<file path="config.mk">
export PLATFORM = sky130hd
export DESIGN_NAME = data_subsys_top
export DESIGN_NICKNAME = d
export VERILOG_FILES = /design/src/hdl/lsu_pkg.sv /design/src/hdl/data_req_if.sv /design/src/hdl/data_subsys_top.sv /design/src/hdl/data_mem.sv /design/src/hdl/txn_counter.sv /design/src/hdl/data_mpu.sv /design/src/hdl/wpt_filter.sv /design/src/hdl/wpt_trigger.sv
export SDC_FILE = /design/constraint.sdc
export NUM_CORES = 2
export LEC_CHECK = 0
export BUFFER_PORTS_ARGS = -buffer_cell sky130_fd_sc_hd__buf_2
export CORE_AREA = 2 2 746 748
export DETAILED_ROUTE_END_ITERATION = 6
export DIE_AREA = 0 0 748 750
export MAX_ROUTING_LAYER = met4
export PLACE_DENSITY = 0.53
export SKIP_LAST_GASP = 1
export SYNTH_ARGS = -nofsm -noshare
export SYNTH_HDL_FRONTEND = slang
export SYNTH_MEMORY_MAX_BITS = 65536
export SYNTH_SLANG_ARGS = --single-unit
</file>
<file path="constraint.sdc">
create_clock -name clk -period 10.3 [get_ports clk]
set_input_delay 0.515 -clock clk [delete_from_list [all_inputs] [get_ports clk]]
set_output_delay 0.515 -clock clk [all_outputs]
set_load 0.005 [all_outputs]
</file>
<file path="src/hdl/lsu_pkg.sv">
/*
 * Load/store unit package
 * Shared request and response types, MPU status and watchpoint filter states
 */

package lsu_pkg;

  ////////////////////////////////////////////////////////////////////////////
  // Widths
  ////////////////////////////////////////////////////////////////////////////

  // Addresses are byte addresses, one word wide
  localparam int unsigned ADDR_W = 32;

  ////////////////////////////////////////////////////////////////////////////
  // Request and response types
  ////////////////////////////////////////////////////////////////////////////

  // One data request as the core issues it
  typedef struct packed {
    logic [ADDR_W-1:0] addr;
    logic              we;
    logic [3:0]        be;
    logic [31:0]       wdata;
  } data_req_t;

  // Raw answer from the memory
  typedef struct packed {
    logic [31:0] rdata;
    logic        err;
  } bus_resp_t;

  // Verdict of the data MPU on a request
  typedef enum logic [1:0] {
    MPU_OK       = 2'b00,
    MPU_WR_FAULT = 2'b01
  } mpu_status_e;

  // Response as the core sees it, with MPU and watchpoint status attached
  typedef struct packed {
    bus_resp_t   bus_resp;
    mpu_status_e mpu_status;
    logic        wpt_match;
  } data_resp_t;

  // States of the watchpoint filter FSM
  typedef enum logic [1:0] {
    WPT_IDLE       = 2'b00,
    WPT_MATCH_WAIT = 2'b01,
    WPT_MATCH_RESP = 2'b10
  } wpt_state_e;

endpackage
</file>
<file path="src/hdl/data_req_if.sv">
/*
 * Data request channel
 * Valid/ready handshake carrying one data request from initiator to target
 */

`timescale 1ns/1ps

interface data_req_if;

  // A transfer takes place on a clock edge where valid and ready are both high
  logic               valid;
  logic               ready;
  lsu_pkg::data_req_t req;

  // The initiator holds req and valid stable until ready is seen
  modport initiator (
    output valid,
    output req,
    input  ready
  );

  // The target only decides when to take the request
  modport target (
    input  valid,
    input  req,
    output ready
  );

endinterface

</file>
<file path="src/hdl/data_subsys_top.sv">
/*
 * Data subsystem top level
 * Core port through watchpoint filter and MPU to the data memory
 */

`timescale 1ns/1ps

module data_subsys_top #(
  parameter int unsigned                NUM_WPT         = 2,
  parameter logic [lsu_pkg::ADDR_W-1:0] RO_BASE         = 'h100,
  parameter int unsigned                MEM_WORDS       = 128,
  parameter int unsigned                MAX_OUTSTANDING = 2,
  localparam int unsigned IDX_W = (NUM_WPT > 1) ? $clog2(NUM_WPT) : 1
) (
  input  logic                       clk,
  input  logic                       rst_n,
  input  logic                       req_valid_i,
  output logic                       req_ready_o,
  input  logic [lsu_pkg::ADDR_W-1:0] req_addr_i,
  input  logic                       req_we_i,
  input  logic [3:0]                 req_be_i,
  input  logic [31:0]                req_wdata_i,
  output logic                       resp_valid_o,
  output logic [31:0]                resp_rdata_o,
  output logic                       resp_err_o,
  output lsu_pkg::mpu_status_e       resp_mpu_status_o,
  output logic                       resp_wpt_match_o,
  input  logic                       wpt_wait_i,
  output logic                       wpt_match_o,
  input  logic                       cfg_we_i,
  input  logic [IDX_W-1:0]           cfg_idx_i,
  input  logic [lsu_pkg::ADDR_W-1:0] cfg_addr_i,
  input  logic                       cfg_load_i,
  input  logic                       cfg_store_i,
  input  logic                       cfg_en_i
);

  lsu_pkg::data_req_t  core_req;
  lsu_pkg::data_resp_t core_resp;
  lsu_pkg::data_resp_t mpu_resp;
  lsu_pkg::bus_resp_t  mem_resp;
  logic                mpu_resp_valid;
  logic                mem_resp_valid;
  logic                trig_match;
  logic                filt_ready;
  logic                req_valid;
  logic                core_accept;
  logic                one_pend_n;
  logic                cnt_full;

  data_req_if core_if ();
  data_req_if bus_if ();

  assign core_req = '{addr: req_addr_i, we: req_we_i, be: req_be_i, wdata: req_wdata_i};

  // The counter limit holds requests back at the core port
  assign req_valid   = req_valid_i && !cnt_full;
  assign req_ready_o = filt_ready && !cnt_full;

  // A match consumed without waiting is never answered, so it is not counted
  assign core_accept = req_valid && req_ready_o && !(trig_match && !wpt_wait_i);

  assign resp_rdata_o      = core_resp.bus_resp.rdata;
  assign resp_err_o        = core_resp.bus_resp.err;
  assign resp_mpu_status_o = core_resp.mpu_status;
  assign resp_wpt_match_o  = core_resp.wpt_match;

  wpt_trigger #(.NUM_WPT(NUM_WPT)) u_wpt_trigger (
    .clk, .rst_n, .cfg_we_i, .cfg_idx_i, .cfg_addr_i, .cfg_load_i, .cfg_store_i, .cfg_en_i,
    .req_valid_i(req_valid), .req_i(core_req), .match_o(trig_match)
  );

  wpt_filter u_wpt_filter (
    .clk, .rst_n, .trigger_match_i(trig_match),
    .core_trans_valid_i(req_valid), .core_trans_ready_o(filt_ready), .core_trans_i(core_req),
    .core_resp_valid_o(resp_valid_o), .core_resp_o(core_resp),
    .core_one_txn_pend_n(one_pend_n), .core_wpt_wait_i(wpt_wait_i),
    .core_wpt_match_o(wpt_match_o), .mpu_if(core_if.initiator),
    .mpu_resp_valid_i(mpu_resp_valid), .mpu_resp_i(mpu_resp)
  );

  data_mpu #(.RO_BASE(RO_BASE)) u_data_mpu (
    .clk, .rst_n, .core_if(core_if.target),
    .core_resp_valid_o(mpu_resp_valid), .core_resp_o(mpu_resp),
    .bus_if(bus_if.initiator), .bus_resp_valid_i(mem_resp_valid), .bus_resp_i(mem_resp)
  );

  txn_counter #(.MAX_OUTSTANDING(MAX_OUTSTANDING)) u_txn_counter (
    .clk, .rst_n, .accept_i(core_accept), .resp_i(resp_valid_o),
    .one_txn_pend_n_o(one_pend_n), .full_o(cnt_full)
  );

  data_mem #(.MEM_WORDS(MEM_WORDS)) u_data_mem (
    .clk, .rst_n, .bus_if(bus_if.target),
    .resp_valid_o(mem_resp_valid), .resp_o(mem_resp)
  );

endmodule

</file>
<file path="src/hdl/data_mem.sv">
/*
 * Data memory
 * Byte-enabled word array answering every transfer one cycle later
 */

`timescale 1ns/1ps

module data_mem #(
  parameter int unsigned MEM_WORDS = 128,
  localparam int unsigned MEM_AW   = (MEM_WORDS > 1) ? $clog2(MEM_WORDS) : 1
) (
  input  logic               clk,
  input  logic               rst_n,
  data_req_if.target         bus_if,
  output logic               resp_valid_o,
  output lsu_pkg::bus_resp_t resp_o
);

  logic [31:0]                  mem [MEM_WORDS];
  logic [lsu_pkg::ADDR_W-3:0]   word_idx;
  logic                         in_range;
  logic                         xfer;

  // Never stalls, so the response timing is fixed
  assign bus_if.ready = 1'b1;
  assign xfer         = bus_if.valid && bus_if.ready;

  assign word_idx = bus_if.req.addr[lsu_pkg::ADDR_W-1:2];
  assign in_range = (word_idx < MEM_WORDS);

  // A write returns the word as it stood before the write
  always_ff @(posedge clk) begin
    if (xfer) begin
      resp_o.rdata <= in_range ? mem[word_idx[MEM_AW-1:0]] : '0;
      resp_o.err   <= !in_range;
      if (bus_if.req.we && in_range) begin
        for (int b = 0; b < 4; b++) begin
          if (bus_if.req.be[b]) begin
            mem[word_idx[MEM_AW-1:0]][8*b +: 8] <= bus_if.req.wdata[8*b +: 8];
          end
        end
      end
    end
  end

  // One response pulse per transfer
  always_ff @(posedge clk or negedge rst_n) begin
    if (!rst_n) begin
      resp_valid_o <= 1'b0;
    end else begin
      resp_valid_o <= xfer;
    end
  end

endmodule

</file>
<file path="src/hdl/txn_counter.sv">
/*
 * Outstanding transaction counter
 * Tracks accepted but unanswered requests and predicts the next-cycle count
 */

`timescale 1ns/1ps

module txn_counter #(
  parameter int unsigned MAX_OUTSTANDING = 2,
  localparam int unsigned CNT_W          = $clog2(MAX_OUTSTANDING + 1)
) (
  input  logic clk,
  input  logic rst_n,
  input  logic accept_i,
  input  logic resp_i,
  output logic one_txn_pend_n_o,
  output logic full_o
);

  logic [CNT_W-1:0] cnt_q;
  logic [CNT_W-1:0] cnt_n;

  // An acceptance and a response in the same cycle cancel out
  assign cnt_n = cnt_q + CNT_W'(accept_i) - CNT_W'(resp_i);

  always_ff @(posedge clk or negedge rst_n) begin
    if (!rst_n) begin
      cnt_q <= '0;
    end else begin
      cnt_q <= cnt_n;
    end
  end

  // The filter acts a cycle later and so looks at the next-cycle count
  assign one_txn_pend_n_o = (cnt_n == CNT_W'(1));
  assign full_o           = (cnt_q == CNT_W'(MAX_OUTSTANDING));

  a_no_underflow : assert property (@(posedge clk) disable iff (!rst_n)
    resp_i |-> (cnt_q != '0));
  a_no_overflow : assert property (@(posedge clk) disable iff (!rst_n)
    (accept_i && !resp_i) |-> (cnt_q < CNT_W'(MAX_OUTSTANDING)));

endmodule

</file>
<file path="src/hdl/data_mpu.sv">
/*
 * Data MPU
 * Forwards permitted requests to memory and answers writes into the
 * read-only region itself with a write fault status
 */

`timescale 1ns/1ps

module data_mpu #(
  parameter logic [lsu_pkg::ADDR_W-1:0] RO_BASE = 'h100
) (
  input  logic                clk,
  input  logic                rst_n,
  data_req_if.target          core_if,
  output logic                core_resp_valid_o,
  output lsu_pkg::data_resp_t core_resp_o,
  data_req_if.initiator       bus_if,
  input  logic                bus_resp_valid_i,
  input  lsu_pkg::bus_resp_t  bus_resp_i
);

  logic wr_fault;
  logic fault_accept;
  logic fault_resp_q;

  // Any write at or above the base of the read-only region faults
  assign wr_fault = core_if.req.we && (core_if.req.addr >= RO_BASE);

  // Nothing is taken while a fault response goes out
  // A faulting write is acknowledged here and never reaches the bus
  assign core_if.ready = !fault_resp_q && (wr_fault || bus_if.ready);
  assign fault_accept  = core_if.valid && core_if.ready && wr_fault;

  assign bus_if.valid = core_if.valid && !wr_fault && !fault_resp_q;
  assign bus_if.req   = core_if.req;

  // Fault response follows its acceptance by one cycle
  always_ff @(posedge clk or negedge rst_n) begin
    if (!rst_n) begin
      fault_resp_q <= 1'b0;
    end else begin
      fault_resp_q <= fault_accept;
    end
  end

  ////////////////////////////////////////////////////////////////////////////
  // Response merge
  ////////////////////////////////////////////////////////////////////////////

  // Bus responses come back wrapped with an OK status
  assign core_resp_valid_o = bus_resp_valid_i || fault_resp_q;

  always_comb begin
    core_resp_o.bus_resp   = bus_resp_i;
    core_resp_o.mpu_status = lsu_pkg::MPU_OK;
    core_resp_o.wpt_match  = 1'b0;
    if (fault_resp_q) begin
      core_resp_o.bus_resp   = '0;
      core_resp_o.mpu_status = lsu_pkg::MPU_WR_FAULT;
    end
  end

endmodule

</file>
<file path="src/hdl/wpt_filter.sv">
/*
 * Watchpoint filter
 * Consumes requests whose trigger fires and, once older traffic has drained,
 * answers them with a watchpoint response merged into the response stream
 */

`timescale 1ns/1ps

module wpt_filter (
  input  logic                 clk,
  input  logic                 rst_n,
  input  logic                 trigger_match_i,
  input  logic                 core_trans_valid_i,
  output logic                 core_trans_ready_o,
  input  lsu_pkg::data_req_t   core_trans_i,
  output logic                 core_resp_valid_o,
  output lsu_pkg::data_resp_t  core_resp_o,
  input  logic                 core_one_txn_pend_n,
  input  logic                 core_wpt_wait_i,
  output logic                 core_wpt_match_o,
  data_req_if.initiator        mpu_if,
  input  logic                 mpu_resp_valid_i,
  input  lsu_pkg::data_resp_t  mpu_resp_i
);

  logic                wpt_block_core;
  logic                wpt_block_bus;
  logic                wpt_trans_ready;
  logic                wpt_trans_valid;
  lsu_pkg::wpt_state_e state_q;
  lsu_pkg::wpt_state_e state_n;

  ////////////////////////////////////////////////////////////////////////////
  // Match FSM
  ////////////////////////////////////////////////////////////////////////////

  // A matching request is taken from the core but never reaches the MPU
  // In wait mode the FSM then holds off new requests until only the consumed
  // one is left in flight, and answers it in the following cycle
  always_comb begin
    state_n         = state_q;
    wpt_block_core  = 1'b0;
    wpt_block_bus   = 1'b0;
    wpt_trans_ready = 1'b0;
    wpt_trans_valid = 1'b0;

    case (state_q)
      lsu_pkg::WPT_IDLE: begin
        if (trigger_match_i && core_trans_valid_i) begin
          // Accept locally and keep it off the bus
          wpt_block_bus   = 1'b1;
          wpt_trans_ready = 1'b1;
          if (core_wpt_wait_i) begin
            state_n = core_one_txn_pend_n ? lsu_pkg::WPT_MATCH_RESP
                                          : lsu_pkg::WPT_MATCH_WAIT;
          end
        end
      end
      lsu_pkg::WPT_MATCH_WAIT: begin
        // Older requests are still draining
        wpt_block_bus  = 1'b1;
        wpt_block_core = 1'b1;
        if (core_one_txn_pend_n) begin
          state_n = lsu_pkg::WPT_MATCH_RESP;
        end
      end
      lsu_pkg::WPT_MATCH_RESP: begin
        wpt_block_bus   = 1'b1;
        wpt_block_core  = 1'b1;
        wpt_trans_valid = 1'b1;
        // The core always takes the response, so one cycle is enough
        state_n         = lsu_pkg::WPT_IDLE;
      end
      default: begin
        state_n = lsu_pkg::WPT_IDLE;
      end
    endcase
  end

  always_ff @(posedge clk or negedge rst_n) begin
    if (!rst_n) begin
      state_q <= lsu_pkg::WPT_IDLE;
    end else begin
      state_q <= state_n;
    end
  end

  ////////////////////////////////////////////////////////////////////////////
  // Request and response paths
  ////////////////////////////////////////////////////////////////////////////

  assign mpu_if.valid = core_trans_valid_i && !wpt_block_bus;
  assign mpu_if.req   = core_trans_i;

  assign core_trans_ready_o = (mpu_if.ready && !wpt_block_core) || wpt_trans_ready;

  // The watchpoint response carries no bus data and a clean MPU status
  assign core_resp_valid_o = mpu_resp_valid_i || wpt_trans_valid;
  always_comb begin
    core_resp_o = mpu_resp_i;
    if (wpt_trans_valid) begin
      core_resp_o.bus_resp   = '0;
      core_resp_o.mpu_status = lsu_pkg::MPU_OK;
    end
    core_resp_o.wpt_match = wpt_trans_valid;
  end

  // The core uses this immediate report when it does not wait
  assign core_wpt_match_o = trigger_match_i;

  // Draining guarantees the MPU is silent when the filter answers
  a_resp_exclusive : assert property (@(posedge clk) disable iff (!rst_n)
    !(mpu_resp_valid_i && wpt_trans_valid));

endmodule

</file>
<file path="src/hdl/wpt_trigger.sv">
/*
 * Watchpoint trigger unit
 * Programmable word address comparators that flag a match on the live request
 */

`timescale 1ns/1ps

module wpt_trigger #(
  parameter int unsigned NUM_WPT = 2,
  localparam int unsigned IDX_W  = (NUM_WPT > 1) ? $clog2(NUM_WPT) : 1
) (
  input  logic                       clk,
  input  logic                       rst_n,
  input  logic                       cfg_we_i,
  input  logic [IDX_W-1:0]           cfg_idx_i,
  input  logic [lsu_pkg::ADDR_W-1:0] cfg_addr_i,
  input  logic                       cfg_load_i,
  input  logic                       cfg_store_i,
  input  logic                       cfg_en_i,
  input  logic                       req_valid_i,
  input  lsu_pkg::data_req_t         req_i,
  output logic                       match_o
);

  // Per entry watch address and control flags
  logic [lsu_pkg::ADDR_W-1:0] addr_q [NUM_WPT];
  logic [NUM_WPT-1:0]         en_q;
  logic [NUM_WPT-1:0]         load_q;
  logic [NUM_WPT-1:0]         store_q;

  // Control flags come up cleared so no entry fires after reset
  always_ff @(posedge clk or negedge rst_n) begin
    if (!rst_n) begin
      en_q    <= '0;
      load_q  <= '0;
      store_q <= '0;
    end else begin
      for (int i = 0; i < NUM_WPT; i++) begin
        if (cfg_we_i && (cfg_idx_i == IDX_W'(i))) begin
          en_q[i]    <= cfg_en_i;
          load_q[i]  <= cfg_load_i;
          store_q[i] <= cfg_store_i;
        end
      end
    end
  end

  always_ff @(posedge clk) begin
    for (int i = 0; i < NUM_WPT; i++) begin
      if (cfg_we_i && (cfg_idx_i == IDX_W'(i))) begin
        addr_q[i] <= cfg_addr_i;
      end
    end
  end

  // Compare on word address and ignore the byte offset
  always_comb begin
    match_o = 1'b0;
    for (int i = 0; i < NUM_WPT; i++) begin
      if (req_valid_i && en_q[i] &&
          (addr_q[i][lsu_pkg::ADDR_W-1:2] == req_i.addr[lsu_pkg::ADDR_W-1:2]) &&
          (req_i.we ? store_q[i] : load_q[i])) begin
        match_o = 1'b1;
      end
    end
  end

  // Configuration writes must address an existing entry
  a_cfg_idx_range : assert property (@(posedge clk) disable iff (!rst_n)
    cfg_we_i |-> (cfg_idx_i < NUM_WPT));

endmodule

</file>
# Word level (Yosys, flattened, before mapping)
# Memories as Yosys holds them, arrays and structs flattened. A register that Yosys moved wholly into a read port is not among the register bits.
# Index checks and enable logic that the tools add are counted.
dict set report word_totals {
  ff_bits 13
  mem_bits_rw 4160
  inputBits 110
  output_inout_bits 39
  elab_cells 104
  mem_count 2
}
# name words width read_ports rd_ports_with_merged_regs wr line
set mem_list {}
lappend mem_list {u_data_mem.mem 128 32 1 1 1 data_mem.sv:19} ;# logic [31:0] mem [MEM_WORDS];
lappend mem_list {u_wpt_trigger.addr_q 2 32 2 0 1 wpt_trigger.sv:26} ;# logic [lsu_pkg::ADDR_W-1:0] addr_q [NUM_WPT];
dict set report classes {
  n_addsub 2
  magnitude_cmp 2
  n_eq_ne 9
  mux 39
  bitwise 1
  n_reduce_logical 38
}
# operator count
set op_table {}
lappend op_table {{$mux 35} 2}
lappend op_table {{$eq 30x30->1} 2}
lappend op_table {{$ge 32x9->1 const B} 1}
lappend op_table {{$mux 32} 1}
lappend op_table {{$reduce_or 32->1} 1}
lappend op_table {{$lt 30x8->1 const B} 1}
lappend op_table {{$mux 1} 30}
lappend op_table {{$logic_and 1x1->1} 22}
lappend op_table {{$logic_not 1->1} 9}
lappend op_table {{$mux 2} 4}
lappend op_table {{$eq 2x1->1 const B} 2}
lappend op_table {{$eq 2x2->1 const B} 2}
lappend op_table {{$ne 2x1->1 const B} 2}
lappend op_table {{$pmux 2 s2} 1}
lappend op_table {{$logic_or 1x1->1} 3}
lappend op_table {{$reduce_and 3->1} 1}
lappend op_table {{$add 2x1->2} 1}
lappend op_table {{$logic_not 2->1} 1}
lappend op_table {{$ne 2x2->1 const B} 1}
lappend op_table {{$pmux 1 s2} 1}
lappend op_table {{$reduce_or 2->1} 1}
lappend op_table {{$sub 2x1->2} 1}
lappend op_table {{$not 1->1} 1}

# Logic depth before layout (Yosys ltp)
dict set report depth {
  word_depth 22
  ltp_mapped 15
  ltp_nobuf 12
}

# Hierarchy
# A second synthesis with hierarchy kept.
dict set report unflattened {
  hier_cells 9602
  area_unflattened_um2 165103.3
}
# module n_inst cells_each area_per_inst_um2 seq_area_each_um2
set modules_own_cells {}
lappend modules_own_cells {data_mem 1 9164 160273.7 124013.9}
lappend modules_own_cells {wpt_trigger 1 160 2718.9 1951.9}
lappend modules_own_cells {wpt_filter 1 136 1026.0 50.0}
lappend modules_own_cells {data_mpu 1 126 923.4 25.0}
lappend modules_own_cells {txn_counter 1 12 133.9 50.0}
lappend modules_own_cells {data_subsys_top 1 4 27.5 0.0}

# Least setup slack after synthesis
# OpenSTA, ideal clock, no wires.
dict set report synth_path {
  kind {input-to-reg}
  startpoint {input req_addr_i[2] (netlist name)}
  endpoint {register u_data_mem.resp_o[0] (netlist name) (enable)}
  setup_ns 0.509
  arrival_ns 4.908
  required_ns 9.791
  slack_ns 4.883
  cell_stages 9
  path_buffers 4
  path_cell_list {buf_6 -> buf_6 -> buf_8 -> xor2_1 -> nor4_1 -> nand4_1 -> a21oi_2 -> buf_2 -> nor4_1}
}
dict set report synth_between {
  elab_chain_cells 12
  elab_cells_between_ends 18
  cone_classes {1 x order compare; 2 x eq/ne; 4 x mux; 11 x reduce/logical}
}
# item line
set synth_lines {}
lappend synth_lines {{start, declared} data_subsys_top.sv:19} ;# input logic [lsu_pkg::ADDR_W-1:0] req_addr_i,
lappend synth_lines {{$eq 30x30->1} wpt_trigger.sv:61} ;# (addr_q[i][lsu_pkg::ADDR_W-1:2] == req_i.addr[lsu_pkg::ADDR_W-1:2]) &&
lappend synth_lines {{$logic_and 1x1->1} wpt_trigger.sv:60} ;# if (req_valid_i && en_q[i] &&
lappend synth_lines {{$logic_and 1x1->1} wpt_trigger.sv:61}
lappend synth_lines {{$mux 1 (2 in series)} wpt_trigger.sv:60}
lappend synth_lines {{$logic_and 1x1->1} wpt_filter.sv:49} ;# if (trigger_match_i && core_trans_valid_i) begin
lappend synth_lines {{$mux 1} wpt_filter.sv:49}
lappend synth_lines {{$pmux 1 s2} wpt_filter.sv:47} ;# case (state_q)
lappend synth_lines {{$logic_not 1->1} wpt_filter.sv:92} ;# assign mpu_if.valid = core_trans_valid_i && !wpt_block_bus;
lappend synth_lines {{$logic_and 1x1->1} wpt_filter.sv:92}
lappend synth_lines {{$logic_and 1x1->1 (*) (2 in series)} data_mpu.sv:34} ;# assign bus_if.valid = core_if.valid && !wr_fault && !fault_resp_q;
lappend synth_lines {{via bus_if.valid} data_req_if.sv:11} ;# logic valid;
lappend synth_lines {{end, declared} data_mem.sv:16} ;# output lsu_pkg::bus_resp_t resp_o
# Mark *: on every way through the listed nets, which the timed path passes. The rest lies on a longest branch.
# A chain may end at the register's enable or synchronous reset.

# Final worst setup path
dict set report layout_path {
  startpoint {input req_addr_i[3] (netlist name)}
  endpoint {memory u_data_mem.mem[8][15] (enable)}
}
dict set report layout_between {
  elab_chain_cells 14
  elab_cells_between_ends 23
  cone_classes {2 x order compare; 2 x eq/ne; 7 x mux; 12 x reduce/logical}
}
# item line
set layout_lines {}
lappend layout_lines {{$eq 30x30->1} wpt_trigger.sv:61}
lappend layout_lines {{$logic_and 1x1->1} wpt_trigger.sv:60}
lappend layout_lines {{$logic_and 1x1->1} wpt_trigger.sv:61}
lappend layout_lines {{$mux 1 (2 in series)} wpt_trigger.sv:60}
lappend layout_lines {{$logic_and 1x1->1} wpt_filter.sv:49}
lappend layout_lines {{$mux 1} wpt_filter.sv:49}
lappend layout_lines {{$pmux 1 s2} wpt_filter.sv:47}
lappend layout_lines {{$logic_not 1->1} wpt_filter.sv:92}
lappend layout_lines {{$logic_and 1x1->1} wpt_filter.sv:92}
lappend layout_lines {{$logic_and 1x1->1 (2 in series)} data_mpu.sv:34}
lappend layout_lines {{$mux 1} data_mem.sv:33} ;# if (xfer) begin
lappend layout_lines {{$mux 1 (not written as such)} data_mem.sv:39} ;# mem[word_idx[MEM_AW-1:0]][8*b +: 8] <= bus_if.req.wdata[8*b +: 8];
lappend layout_lines {{end, declared} data_mem.sv:19}
# Parallel ways exist; a longest one is shown, timed or not.

==> impl_metrics.csv <==
group,metric,value,unit
floorplan,initial_core_util,0.299,
clock_network,cts_made_buffers,422,
sta,fin_skew,0.128,ns
worst_setup_path,critPathMaxStageDelay,1.10,ns
floorplan,io_pins,149,
clock_network,clk_latency,1.07,ns
drt,dr.pass1.iters,6,
power_and_ir_drop,swShare,0.231,
synth,syn_inst,9253,
place,place_area,184000,µm²
place,gp_congestion,0.879,
drt,drt-total-wl,576000,µm
place,place_inst,18600,
drt,via_per_inst,5.11,
power_and_ir_drop,combPwrFrac,0.064,
synth,yosys_register_bits,4201,
flow_run,maxCapViolCount,0,
power_and_ir_drop,power_frac_seq,0.528,
synth,synth_cell_type_count,97,
synth,synth_area_leaders,"edfxtp_1 76%, mux4_2 3.8%, mux2i_1 2.7%",
worst_setup_path,crit_family,"simple AND/OR/NAND/NOR gates",
clock_network,ctsResizeCount,0,
synth,syn_avg_cell_area,17.9,µm²
floorplan,dieHeight,750,µm
run_status,status,"complete, no violations",
grt,grt_pass1_vias,93300,
sta,setup-violations-final,0,
synth,synth_top_family_by_area,"compound AO/OA/AOI/OAI gates",
synth,yosys.area_share.adder,0.000454,
synth,synth_compound_area_frac,0.0843,
sta,rsz0062_at_grt,"false",
worst_setup_path,cpMaxStageDelayCell,"nor3_1",
floorplan,rows,274,
synth,syn_area,165000,µm²
worst_setup_path,cp-start-kind,"input pin",
worst_setup_path,cp.depth,8,
clock_network,cts_setup_buffers,0,
worst_setup_path,critPathCaptureType,"flip-flop",
grt,grt_max_degree,188,
grt,grt_pass1_wl,780000,µm
cells_and_area,fin_nets,11900,
cells_and_area,final-instance-count-excl-fill,19500,
sta,slew_violations,0,
place,port-buffer-count,143,
floorplan,fp.coreArea,554000,µm²
clock_network,ctsHoldBuffers,65,
grt,overflow,0,
synth,synth_edf_count,4189,
synth,ys_warn_count,0,
worst_setup_path,cp.required,10.95,ns
sta,finalSetupTns,0,ns
drt,ant_nets,0,
power_and_ir_drop,power_switching,0.00864,W
worst_hold_path,hp-class,"in -> reg",
clock_network,clock-sinks,4201,
synth,synthXorXnorAreaFrac,0.00312,
power_and_ir_drop,leakagePower,67.5,nW
synth,synth_common_cells,"4189 x edfxtp_1, 444 x mux2i_1, 370 x a221oi_1",
power_and_ir_drop,power_density,188,nW/µm²
cells_and_area,drive_gt1_frac,0.162,
clock_network,h-tree-depth,5,
clock_network,clk_pin_slew_worst_paths,0.06,ns
power_and_ir_drop,pwr-share-clk,0.409,
power_and_ir_drop,internal_power,0.0288,W
grt,antenna_found_initial,56,
drt,drcViolationCount,0,
clock_network,cts_root_buf,"clkbuf_16",
worst_setup_path,rr_worst_depth,7,
synth,synth_mux_area_frac,0.0818,
clock_network,clockBufferDepth,4,
sta,fin_crit,4.49,ns
synth,yosysSeqAreaShare,0.762,
worst_setup_path,crit_chain,"buf_8, buf_12, nor2_4, buf_4, nand2_1, nor3_1, nand3_1, nor3_2",
sta,final_hold_viol_count,0,
clock_network,cts_tree,"done",
place,dp_hpwl,355000,µm
sta,fmax,223,MHz
synth,ys.flop_type,"edfxtp_1",
worst_setup_path,cp_max_fo,46,
floorplan,die-area,561000,µm²
synth,async_reset_ff_frac,0.00286,
synth,yosysMostFrequentCell,"edfxtp_1",
synth,synth.top_cell.area_share,0.760,
sta,finalCritPeriodShare,0.435,
power_and_ir_drop,vdd_drop_max,0.158,mV
worst_setup_path,critical_path_class,"in -> reg",
worst_hold_path,min_delay_path_depth,1,
floorplan,die_x,748,µm
drt,drt_iter0_drc,14000,
cells_and_area,design_area,199000,µm²
drt,vias,99600,
worst_setup_path,cp.arrival,5.14,ns
grt,grt.total_usage,0.205,
cells_and_area,syn_to_final_growth,20.2,%
worst_setup_path,critPathBufInv,3,
sta,worst_slew_pin_slew,1.34,ns
synth,yosys.area.top_type,"edfxtp_1",
sta,relSlewSlack,0.0993,
synth,synthSimpleGateAreaFrac,0.0443,
drt,routedWlPerCell,29.6,µm
[placed cells by master (no fill, tap or decap), drive strengths merged, types with 25 or more instances in the layout]
| cell type | instances |
|---|---|
| edfxtp | 4189 |
| conb | 2049 |
| buf | 696 |
| clkbuf | 503 |
| mux2i | 444 |
| a221oi | 370 |
| nor3 | 359 |
| nand3 | 321 |
| a22oi | 299 |
| mux4 | 280 |
| a21oi | 275 |
| nand2 | 247 |
| mux2 | 246 |
| clkinv | 226 |
| nor2 | 176 |
| o21ai | 157 |
| o22ai | 128 |
| a22o | 82 |
| a221o | 76 |
| o2bb2ai | 70 |
| dlygate4sd3 | 65 |
| diode | 62 |
| xnor2 | 53 |
| a211oi | 53 |
| a31oi | 52 |
| and2 | 47 |
| nand4 | 36 |
| bufinv | 36 |
| o221ai | 35 |
| o22a | 34 |
| nor4 | 33 |
| a222oi | 31 |
| a41oi | 30 |
| and3 | 29 |
| nand2b | 27 |
| a211o | 26 |
| o211ai | 25 |
[logic make-up (layout without fill, tap and decap cells)]
| group | Yosys count | after routing |
|---|---|---|
| xor+xnor | 59 | 59 |
| simple gates | 1422 | 1422 |
| compound gates | 1864 | 1864 |
| fa+ha+maj | 6 | 6 |
| buf+inv | 730 | 1548 |
| other cells | 1 | 2111 |
| flops | 4201 | 4201 |
| mux | 970 | 970 |
[power by group through the flow]
stage | Sequential, W | Combinational (W) | Clock, W
after floorplan | 0.0200 | 0.00122 | 0
after global placement | 0.0201 | 0.00231 | 0
after detailed placement | 0.0201 | 0.00232 | 0
after CTS | 0.0197 | 0.00235 | 0.0155
after global routing | 0.0198 | 0.00251 | 0.0161
final | 0.0197 | 0.00238 | 0.0153
[layout make-up]
| class | count | area (µm²) |
|---|---|---|
| Timing Repair Buffer | 761 | 5910 |
| Fill cell | 52800 | 355000 |
| Antenna cell | 62 | 155 |
| Multi-Input combinational cell | 6370 | 43800 |
| Clock buffer | 503 | 10900 |
| Sequential cell | 4201 | 126000 |
| Inverter | 14 | 81.3 |
| Clock inverter | 270 | 2640 |
| Tap cell | 7314 | 9150 |
[routing by layer]
| layer | wire (µm) | track usage | up-vias |
|---|---|---|---|
| met4 | 22600 | 0.0707 | 0 |
| met2 | 271000 | 0.324 | 4895 |
| li1 | - | - | 41400 |
| met5 | 0 | - | - |
| met1 | 230000 | 0.265 | 52400 |
| met3 | 52100 | 0.0371 | 890 |
[path summary, 6_finish.rpt]
kind | start | end | slack [ns]
hold reg to reg | u_wpt_trigger.store_q[1]$_DFFE_PN0P_ | u_wpt_trigger.store_q[1]$_DFFE_PN0P_ | 0.50
min in group asynchronous | rst_n | u_wpt_trigger.store_q[1]$_DFFE_PN0P_ | 0.65
hold / removal | req_wdata_i[13] | u_data_mem.mem[122][13]$_DFFE_PP_ | 0.05
setup / recovery | req_addr_i[3] | u_data_mem.mem[8][15]$_DFFE_PP_ | 5.81
max in group asynchronous | rst_n | u_txn_counter.cnt_q[0]$_DFF_PN0_ | 9.28
setup reg to reg | u_txn_counter.cnt_q[1]$_DFF_PN0_ | u_data_mem.mem[11][8]$_DFFE_PP_ | 6.12
[registers in the layout, indices dropped and copies added (netlist names)]
name,count
u_data_mem.mem,4096
u_wpt_trigger.addr_q,60
u_data_mem.resp_o,33
u_txn_counter.cnt_q,2
u_wpt_filter.state_q,2
u_wpt_trigger.en_q,2
u_wpt_trigger.load_q,2
u_wpt_trigger.store_q,2
u_data_mem.resp_valid_o,1
u_data_mpu.fault_resp_q,1
[worst register-to-register path, stage by stage, from the launching register on]
cell	delay (ns)
dfrtp_1	0.38
nand2b_1	0.19
nand2_1	0.21
or2_2	0.49
buf_4	0.44
nor3_1	1.20
nand3_1	0.20
nor3_2	0.78
[per-stage QoR]
stage / utilization / total power [W] / worst slack, ns / hold slack (ns)
detailed placement: 0.333 / 0.0224 / 4.85 / 0.412
finish: 0.359 / 0.0374 / 5.81 / 0.0524
global route: 0.359 / 0.0384 / 5.92 / 0.0567
global placement: 0.333 / 0.0224 / 4.85 / 0.410
floorplan: - / 0.0213 / 4.88 / 0.219
CTS: 0.358 / 0.0376 / 5.92 / 0.00425
Power figures use the tool's default switching activity.
